File: src/source/io_bus_pkg.sv
//////////////////////////////
// I/O bus types between the cores and the register device
// Holds core numbering and the device address map
//////////////////////////////

`default_nettype none

package io_bus_pkg;

	// Cores sharing the I/O bus
	localparam int NUM_CORES = 2;
	typedef logic [$clog2(NUM_CORES) - 1:0] core_idx_t;

	// Register bank of the device, one word per register
	localparam int NUM_IO_REGS = 16;
	typedef logic [$clog2(NUM_IO_REGS) - 1:0] io_reg_idx_t;

	// Word-aligned register select taken from the address
	localparam int IO_REG_IDX_LSB = 2;
	localparam int IO_REG_IDX_MSB = IO_REG_IDX_LSB + $clog2(NUM_IO_REGS) - 1;

endpackage

`default_nettype wire

File: src/source/core_pkg.sv
//////////////////////////////
// Core-side widths and types shared by the I/O request path
// Imported by any module that carries thread indices or data words
//////////////////////////////

`default_nettype none

package core_pkg;

	// Hardware threads in each core
	localparam int THREADS_PER_CORE = 4;

	// Thread number within one core
	typedef logic [$clog2(THREADS_PER_CORE) - 1:0] thread_idx_t;

	// One data or address word
	typedef logic [31:0] scalar_t;

endpackage

`default_nettype wire
File: src/source/io_register_device.sv
//////////////////////////////
// Memory-mapped register bank with fixed response latency
// One request in flight, response broadcast to all cores
//////////////////////////////

`default_nettype none

module io_register_device
	import core_pkg::*;
	import io_bus_pkg::*;
	#(parameter int RESPONSE_LATENCY = 3)
	(
		input logic          clk,
		input logic          reset,

		// Request from the interconnect
		input logic          dev_request_valid,
		input logic          dev_is_store,
		input scalar_t       dev_address,
		input scalar_t       dev_value,
		input core_idx_t     dev_core,
		input thread_idx_t   dev_thread_idx,
		output logic         dev_ready,

		// Broadcast response
		output logic         response_valid,
		output core_idx_t    response_core,
		output thread_idx_t  response_thread_idx,
		output scalar_t      response_read_value
	);

	localparam int COUNT_WIDTH = $clog2(RESPONSE_LATENCY + 1);

	scalar_t io_regs[NUM_IO_REGS];
	logic [COUNT_WIDTH - 1:0] countdown;
	io_reg_idx_t reg_idx;
	logic accept;

	// Tags and data held until the response cycle
	core_idx_t held_core;
	thread_idx_t held_thread_idx;
	scalar_t held_value;

	assign reg_idx = dev_address[IO_REG_IDX_MSB:IO_REG_IDX_LSB];
	assign accept = dev_request_valid && dev_ready;

	// Idle when nothing is counting down
	assign dev_ready = countdown == '0;
	// Last count is the response cycle
	assign response_valid = countdown == COUNT_WIDTH'(1);

	// Register bank and countdown
	always_ff @(posedge clk, posedge reset)
	begin
		if (reset)
		begin
			countdown <= '0;
			for (int i = 0; i < NUM_IO_REGS; i++)
				io_regs[i] <= '0;
		end
		else if (accept)
		begin
			countdown <= COUNT_WIDTH'(RESPONSE_LATENCY);
			// Store takes effect at acceptance
			if (dev_is_store)
				io_regs[reg_idx] <= dev_value;
		end
		else if (countdown != '0)
			countdown <= countdown - 1'b1;
	end

	// Capture response payload at acceptance
	always_ff @(posedge clk)
	begin
		if (accept)
		begin
			held_core <= dev_core;
			held_thread_idx <= dev_thread_idx;
			// Store echoes written data, load returns register contents
			held_value <= dev_is_store ? dev_value : io_regs[reg_idx];
		end
	end

	assign response_core = held_core;
	assign response_thread_idx = held_thread_idx;
	assign response_read_value = held_value;

endmodule

`default_nettype wire

File: config.mk
export PLATFORM = sky130hd
export DESIGN_NAME = io_register_device
export DESIGN_NICKNAME = d
export VERILOG_FILES = /design/src/source/io_bus_pkg.sv /design/src/source/core_pkg.sv /design/src/source/io_register_device.sv
export SDC_FILE = /design/constraint.sdc
export NUM_CORES = 1
export LEC_CHECK = 0
export ABC_AREA = 1
export BUFFER_PORTS_ARGS = -buffer_cell sky130_fd_sc_hd__buf_2
export CORE_MARGIN = 5
export CORE_UTILIZATION = 40
export CTS_BUF_LIST = sky130_fd_sc_hd__clkbuf_4 sky130_fd_sc_hd__clkbuf_8 sky130_fd_sc_hd__clkbuf_16
export CTS_CLUSTER_DIAMETER = 120
export DETAILED_ROUTE_END_ITERATION = 8
export PLACE_DENSITY = 0.58
export REMOVE_ABC_BUFFERS = 1
export SLEW_MARGIN = 20
export SYNTH_ARGS = -nofsm -noshare
export SYNTH_HDL_FRONTEND = slang
export SYNTH_SLANG_ARGS = --single-unit
export TNS_END_PERCENT = 100
File: constraint.sdc
create_clock -name clk -period 28 [get_ports clk]
set_clock_uncertainty 0.1 [all_clocks]
set_input_delay 1.4 -clock clk [delete_from_list [all_inputs] [get_ports clk]]
set_output_delay 1.4 -clock clk [all_outputs]
set_load 0.01 [all_outputs]
* Yosys cells after proc, flatten, opt, wreduce, memory -nomap -nowiden
Index checks and enable logic that the tools add are counted.
** Storage, ports and cells
- Logic and storage cells :: 40
- Input bits :: 71
- Bits in registers :: 549
- Output and inout port bits :: 37
** Cells by class
- Eq/ne operators :: 1
- Order comparisons :: 2
- Add/subtract/negate cells :: 1
- Bitwise operators :: 1
- Reduce and logical (&&, ||, !) cells :: 6
- Muxes and demuxes :: 9
** Operators with widths (count)
- bitwise mux 512 bit :: 1
- binary-select mux 32 bit (select 4 bit) :: 1
- demux 32 bit (select 4 bit) :: 1
- 2-to-1 mux 32 bit :: 4
- greater-or-equal comparator 5 bit, second input constant :: 1
- < comparator 5 x 1 -> 1 bit, second input constant :: 1
- NOT 4 -> 5 bit :: 1
- 2-to-1 mux 2 bit :: 2
- nonzero test 2 bit :: 2
- equality test 2 x 1 -> 1 bit, second input constant :: 1
- logical AND 1 bit :: 2
- logical NOT 2 bit :: 1
- AND reduction 2 bit :: 1
- subtractor 2 x 1 -> 2 bit, second input constant :: 1

* Depth between registers and ports, before layout
Gate-level depths: netlist of the first run.
- Depth in word-level cells :: 6
- Mapped depth :: 12
- Mapped depth without buffers :: 9

* Least setup slack after synthesis of the first run
OpenSTA, ideal clock, no wires.
- Path kind :: input to register
- From :: in dev_address[2]
- To :: reg held_value[16], in the netlist response_read_value[16] (data pin)
- Buffers on the path :: 3
- Stages :: 10
- Data required time :: 27.647 ns
- Library setup time :: 0.253 ns
- Arrival time :: 2.411 ns
- Path slack :: 25.236 ns
- Path through :: buf_2 > buf_2 > clkbuf_1 > o21ai_0 > nand2_1 > nand2_1 > nand2_1 > nand3_1 > nor2_1 > nor2_1
** Between the ends
- Cells in the longest elaborated chain, start to end :: 5
** Ends and longest elaborated chain
- start: declaration :: RTL line io_register_device.sv:19 : input scalar_t dev_address,
- NOT 4 -> 5 bit (not written as such) :: RTL line io_register_device.sv:80 : held_value <= dev_is_store ? dev_value : io_regs[reg_idx];
- binary-select mux 32 bit (select 4 bit) :: RTL line io_register_device.sv:80
- 2-to-1 mux 32 bit (not written as such) (2 in a row) :: RTL line io_register_device.sv:80
- 2-to-1 mux 32 bit :: RTL line io_register_device.sv:80
- end signal: assignment :: RTL line io_register_device.sv:80
- end: declaration :: RTL line io_register_device.sv:42 : scalar_t held_value;
No other way between the ends. The select of a mux whose other input is x is not followed.
A chain may end at the register's enable or synchronous reset.

* Final worst setup path of the first run
- From :: in dev_address[2]
- To :: reg io_regs[32] (netlist bit)
** Between the ends
- Cells in the longest elaborated chain, start to end :: 6
- Elaborated cells on any way between the ends :: 7
- Those cells by class :: order compare: 2; mux: 3; bitwise: 1; reduce/logical: 1
** Ends and longest elaborated chain
- NOT 4 -> 5 bit (not written as such) (*) :: RTL line io_register_device.sv:66 : io_regs[reg_idx] <= dev_value;
- greater-or-equal comparator 5 bit (not written as such) or < comparator 5 x 1 -> 1 bit (tied branches) :: RTL line io_register_device.sv:66
- logical AND 1 bit (not written as such) :: RTL line io_register_device.sv:66
- 2-to-1 mux 32 bit (not written as such) :: RTL line io_register_device.sv:66
- demux 32 bit (select 4 bit) (*) :: RTL line io_register_device.sv:66
- bitwise mux 512 bit (*) :: RTL line io_register_device.sv:66
- end signal: indexed assignment :: RTL line io_register_device.sv:66
- end: declaration :: RTL line io_register_device.sv:34 : scalar_t io_regs[NUM_IO_REGS];
Mark *: on every way between the ends. The rest lies on a longest branch, timed or not.

==> results of run 1 <==
## cell usage after synthesis (all sizes together)
master  number
nand2     1657
dfrtp      514
o21ai      505
clkbuf     127
nor2       121
buf        108
nand3      103
inv         56
edfxtp      35
a21oi       21
nand4        8
ha           2
and3         1
clkinv       1
or2          1
## power groups by stage
stage	Sequential, mW	Clock (mW)	Combinational [mW]
2_1_floorplan	1.07	0	0.273
3_3_place_gp	1.08	0	0.363
3_5_place_dp	1.08	0	0.372
4_1_cts	1.07	0.881	0.374
5_1_grt	1.09	0.911	0.438
6_report	1.07	0.860	0.367
## layer usage
| layer | up-vias | global-route usage (%) | wire, um |
|---|---|---|---|
| met5 | - | 0 | 0 |
| met4 | 0 | 4.48 | 1230 |
| met3 | 77 | 2.75 | 3590 |
| met2 | 384 | 35.2 | 32900 |
| met1 | 9622 | 28.8 | 32800 |
| li1 | 10200 | - | - |
## cell type report
class / instances / area share, %
tap: 846 / 3.75
clock inverter: 28 / 1.28
inverter: 57 / 0.839
sequential: 549 / 49.3
timing repair buffer: 107 / 2.23
clock buffer: 84 / 6.52
multi-input combinational: 2419 / 36.0
## registers in the layout, summed over array words and instances, names as in the netlist
signal and flops:
countdown 2, response_thread_idx 2, io_regs 512, response_read_value 32, response_core 1
## path summary, 6_finish.rpt
kind | startpoint | to | slack, ps | cells after the start
hold reg to reg | io_regs[23] | io_regs[23] | 380 | 2
setup / recovery | dev_address[2] | io_regs[32] | 23560 | 7
min in group asynchronous | reset | io_regs[435] | 860 | 2
hold / removal | io_regs[23] | io_regs[23] | 380 | 2
max in group asynchronous | reset | io_regs[500] | 24810 | 4
setup reg to reg | countdown[0] | io_regs[486] | 24640 | 8
## kinds of logic (layout without fill, tap and decap cells)
| kind of cell | after synthesis | in the layout | share of synthesized area, % |
|---|---|---|---|
| compound gates | 526 | 526 | 10.4 |
| fa+ha+maj | 2 | 2 | 0.0988 |
| buf+inv | 292 | 276 | 4.96 |
| flops | 549 | 549 | 55.0 |
| simple gates | 1891 | 1891 | 29.6 |
## through the flow
| step | utilization, % | instances | area, sq um |
|---|---|---|---|
| finish | 44.9 | 4090 | 28200 |
| global route | 44.9 | 4090 | 28200 |
| CTS | 44.9 | 4090 | 28200 |
| detailed placement | 41.4 | 3978 | 26000 |
| global placement | 41.4 | 3978 | 26000 |
| floorplan | - | 3025 | 24300 |
## worst max-delay path: cells and delay by family
| kind | cells | cell delay, ps |
|---|---|---|
| simple gates | 2 | 650 |
| compound gates | 1 | 80 |
| buf+inv | 4 | 2540 |
==> results.py, run 1 <==
metrics = {
    "status": {
        "status": "finished clean",
    },
    "run": {
        "cap_violations": 0,
    },
    "clock_network": {
        "post_cts_resized": 0,
        "clkSlewWorstSetupHoldPaths_ps": 60,
        "clk_latency_ps": 610,
        "cts_setup_buffers": 0,
        "cts_tree": "built",
        "clkSinkCount": 549,
        "root_buffer": "clkbuf_16",
        "ctsHtreeMaxLevel": 2,
        "cts_buffers": 60,
        "cts.path.max_buffers": 3,
        "hold_buffers": 0,
    },
    "drt": {
        "wl_um": 70500,
        "drtIter0Drc": 1689,
        "antenna_left": 0,
        "via_count": 20300,
        "drt_first_pass_iters": 5,
        "drcViolationCount": 0,
        "wl_per_cell_um": 17.2,
        "avgViaCountPerCell": 4.95,
    },
    "floorplan": {
        "die_area_sq_um": 68400,
        "ioPinCount": 108,
        "die_w_um": 262,
        "floorplan.initialDensity_pct": 40.3,
        "core_sq_um": 62900,
        "dieHeight_um": 262,
        "rows": 92,
    },
    "setup_path": {
        "path_max_fanout": 162,
        "required_ps": 28370,
        "critical_path.slowest_cell": "buf_4",
        "crit_type": "primary input to flip-flop",
        "endpoint_kind": "flip-flop",
        "crit_path_frequent_cell": "buf_4",
        "slowest_delay_ps": 950,
        "crit_path_start_kind": "primary input",
        "crit_chain": "clkbuf_8 -> inv_8 -> buf_4 -> nand4_4 -> buf_4 -> nand2_1 -> o21ai_0",
        "crit_arrival_ps": 4810,
    },
    "final_layout": {
        "n_fill_cell": 6485,
        "antennaDiodeCount": 0,
        "final_cell_mix": "nand2_1, dfrtp_1, o21ai_0, o21ai_1, nor2_1",
        "nNetsFinal": 3267,
        "final_common_cell": "nand2_1",
        "area_growth_pct": 11.4,
        "layout-drive-gt1-share_pct": 7.71,
        "final-seq-area_sq_um": 13900,
        "multiInputGateArea_sq_um": 10200,
    },
    "timing": {
        "setup_ws_ps": 23560,
        "worst_pin_slew_ps": 1140,
        "rsz0062_at_grt": "no",
        "setup_viol": 0,
        "slew_headroom_pct": 24.2,
        "hold_viol_final": 0,
        "fin_setup_tns_ps": 0,
        "min_period_ps": 4440,
        "maxSlewViolCount": 0,
        "whs_ps": 383,
        "period_share_pct": 15.9,
        "fmax_mhz": 225,
    },
    "power": {
        "combPwrFrac_pct": 16.0,
        "p_switching_uw": 642,
        "p_int_mw": 1.65,
        "vdd_drop_max_mv": 0.0460,
        "pwr-share-clk_pct": 37.4,
        "total_power_mw": 2.30,
        "powerDensity_nw_per_um2": 81.4,
        "p_leak_nw": 14.0,
        "p_seq_share_pct": 46.6,
        "swShare_pct": 27.9,
    },
    "grt": {
        "grt_max_degree": 163,
        "grt-ovfl-total": 0,
        "antenna_found_initial": 0,
        "grt_pass1_wl_um": 112000,
        "grt_usage_pct": 20.8,
        "grt_pass1_vias": 19700,
    },
    "yosys": {
        "ys_ff_latch": 549,
        "ys_types": 25,
        "ys_seq_area_share_pct": 55.0,
        "yosys.area.top_type_share_pct": 50.8,
        "synth_area_leaders": "dfrtp_1, nand2_1, o21ai_0, o21ai_1, edfxtp_1",
        "avgSynthCellArea_sq_um": 7.77,
        "yosysTopAreaCell": "dfrtp_1",
        "syn_inst": 3260,
        "yosysWarnings": 0,
        "netlist_area_sq_um": 25300,
    },
    "placed_design": {
        "io_buffers": 79,
        "gp_congestion": 0.721,
        "place_ws_ps": 22850,
        "dpl.hpwl_um": 34700,
    },
    "hold_path": {
        "hp-class": "flip-flop to flip-flop",
    },
}
Note: power is estimated with default switching activity, not from simulation.
==> run 2, diff against run 1 <==
Settings changed: ABC_AREA 1 to 0.
Clock period 28 ns to 4.1 ns, I/O delays scaled along.
==> results.py, run 2 <==
metrics = {
    "final_layout": {
        "final_common_cell": "dfrtp_1",
        "area_growth_pct": 14.5,
        "final_cell_mix": "dfrtp_1, mux2_2, mux2i_1, buf_2, o22ai_1",
        "max_flop_register": "io_regs",
        "n_fill_cell": 5383,
        "nNetsFinal": 1849,
        "layout-drive-gt1-share_pct": 42.5,
        "antennaDiodeCount": 0,
        "largest_reg_flops": 512,
        "multiInputGateArea_sq_um": 10100,
        "final-seq-area_sq_um": 13900,
    },
    "clock_network": {
        "hold_buffers": 37,
        "cts_tree": "built",
        "cts.path.max_buffers": 3,
        "cts_setup_buffers": 0,
        "clkSinkCount": 549,
        "clk_latency_ps": 620,
        "post_cts_resized": 0,
        "clkSlewWorstSetupHoldPaths_ps": 60,
        "root_buffer": "clkbuf_16",
        "cts_buffers": 58,
        "ctsHtreeMaxLevel": 2,
    },
    "yosys": {
        "netlist_area_sq_um": 24700,
        "ys_seq_area_share_pct": 56.4,
        "synthTopCellsByCount": "dfrtp_1, mux2_2, mux2i_1, o22ai_1, clkbuf_1",
        "ys_ff_latch": 549,
        "async_flop_share_pct": 93.6,
        "synth_edf_count": 35,
        "yosysMostFrequentCell": "dfrtp_1",
        "yosysWarnings": 0,
        "yosysTopAreaCell": "dfrtp_1",
        "synth_flop_cell": "dfrtp_1",
        "ys_types": 27,
        "synth_area_leaders": "dfrtp_1, mux2_2, mux2i_1, edfxtp_1, mux4_2",
        "syn_inst": 1698,
        "avgSynthCellArea_sq_um": 14.5,
        "yosys.area.top_type_share_pct": 52.2,
    },
    "status": {
        "status": "finished clean",
    },
    "setup_path": {
        "critPathBufInv": 2,
        "crit_chain": "inv_1 -> ha_1 -> and3_1 -> nand2_1 -> nor2_4 -> buf_12 -> mux2_2",
        "path_max_fanout": 19,
        "critical_path.slowest_cell": "nor2_4",
        "endpoint_kind": "flip-flop",
        "startpoint": "countdown[0]",
        "rr_startpoint": "countdown[0]",
        "crit_arrival_ps": 3440,
        "required_ps": 4490,
        "crit_type": "flip-flop to flip-flop",
        "slowest_delay_ps": 610,
        "critical_path.top_delay_family": "simple AND/OR/NAND/NOR gates",
        "crit_path_start_kind": "flip-flop",
    },
    "timing": {
        "rsz0062_at_grt": "no",
        "whs_ps": 178,
        "setup_ws_ps": 1050,
        "maxSlewViolCount": 0,
        "min_period_ps": 3050,
        "period_share_pct": 74.3,
        "fmax_mhz": 328,
        "slew_headroom_pct": 36.2,
        "fin_setup_tns_ps": 0,
        "setup_viol": 0,
        "worst_pin_slew_ps": 957,
        "hold_viol_final": 0,
    },
    "hold_path": {
        "hp-class": "primary input to asynchronous set/reset pin",
    },
    "drt": {
        "avgViaCountPerCell": 5.51,
        "drcViolationCount": 0,
        "wl_per_cell_um": 23.3,
        "wl_um": 60900,
        "drtIter0Drc": 842,
        "drt_first_pass_iters": 4,
        "via_count": 14400,
        "antenna_left": 0,
    },
    "grt": {
        "antenna_found_initial": 0,
        "grt_usage_pct": 18.4,
        "grt_pass1_vias": 15700,
        "grt_pass1_wl_um": 95800,
        "grt_max_degree": 124,
        "grt-ovfl-total": 0,
    },
    "placed_design": {
        "dpl.hpwl_um": 35400,
        "place_ws_ps": 1060,
        "gp_congestion": 0.714,
        "io_buffers": 79,
    },
    "floorplan": {
        "floorplan.initialDensity_pct": 40.2,
        "die_w_um": 258,
        "die_area_sq_um": 66700,
        "ioPinCount": 108,
        "dieHeight_um": 258,
        "rows": 91,
        "core_sq_um": 61400,
    },
    "run": {
        "cap_violations": 0,
    },
    "power": {
        "p_leak_nw": 13.4,
        "powerDensity_nw_per_um2": 515,
        "vdd_drop_max_mv": 0.334,
    },
}
[run 2: cell count changes in the layout (fill, tap and decap cells not counted), moves of 32 or more]
cell	delta
mux2_2	+489
o21ai_1	-214
nor2_1	-114
o21ai_0	-259
mux4_2	+32
nor3_1	+32
inv_1	-45
nor2b_1	+33
mux2i_1	+192
dlygate4sd3_1	+37
o22ai_1	+64
nand3_1	-96
nand2_1	-1652
a221oi_1	+32
[run 2: kinds of logic (layout without fill, tap and decap cells)]
group                    after synthesis  count (layout)  synth area share, %
AO/OA/AOI/OAI                        161             161                 4.08
AND/OR/NAND/NOR                      100             100                 2.25
buffers and inverters                149             271                 3.00
flip-flops                           549             549                 56.4
multiplexers                         737             737                 34.1
adder cells (fa/ha/maj)                2               2                0.101
[run 2: layer usage]
layer / up-vias / wire length (um) / GRT usage, %
li1: 6432 / - / -
met1: 7604 / 28200 / 25.6
met2: 242 / 29200 / 30.5
met3: 93 / 2200 / 2.67
met4: 0 / 1380 / 4.91
met5: - / 0 / 0
[run 2: metrics by stage]
step,util [%],total power [mW],area (sq um),std cells
finish,46.0,14.5,28200,2610
floorplan,-,8.69,23900,1552
global placement,42.3,9.28,26000,2469
detailed placement,42.3,9.43,26000,2469
global route,46.0,15.3,28200,2610
CTS,46.0,14.7,28200,2610
[run 2: cell type report]
| class | count | share of cell area (%) |
|---|---|---|
| flip-flops and latches | 549 | 49.3 |
| multi-input cells | 1000 | 35.8 |
| clock buffers | 94 | 6.43 |
| repair buffers | 164 | 4.58 |
| well taps | 790 | 3.50 |
| clock inverters | 10 | 0.359 |
| inverters | 3 | 0.0665 |
[run 2: worst register-to-register path, delay by kind of cell (launching register included)]
kind,cells,cell delay (ps)
AND/OR/NAND/NOR,3,1430
buffers and inverters,2,400
flip-flops,1,380
multiplexers,1,380
adder cells (fa/ha/maj),1,230
[run 2: power breakdown]
part | total [mW] | leakage [nW] | internal (mW) | switching [mW]
clock network | 5.21 | 0.974 | 3.08 | 2.13
registers | 7.11 | 7.33 | 6.60 | 0.509
logic | 2.21 | 5.06 | 1.25 | 0.957
[run 2: final timing paths]
check	cells past startpoint	endpoint	slack [ps]
max reg2reg	7	io_regs[138]	1050
min	3	io_regs[194]	180
min in group clk	2	response_core	220
max in group asynchronous	4	io_regs[53]	2500
min reg2reg	1	io_regs[342]	380
max	7	io_regs[138]	1050
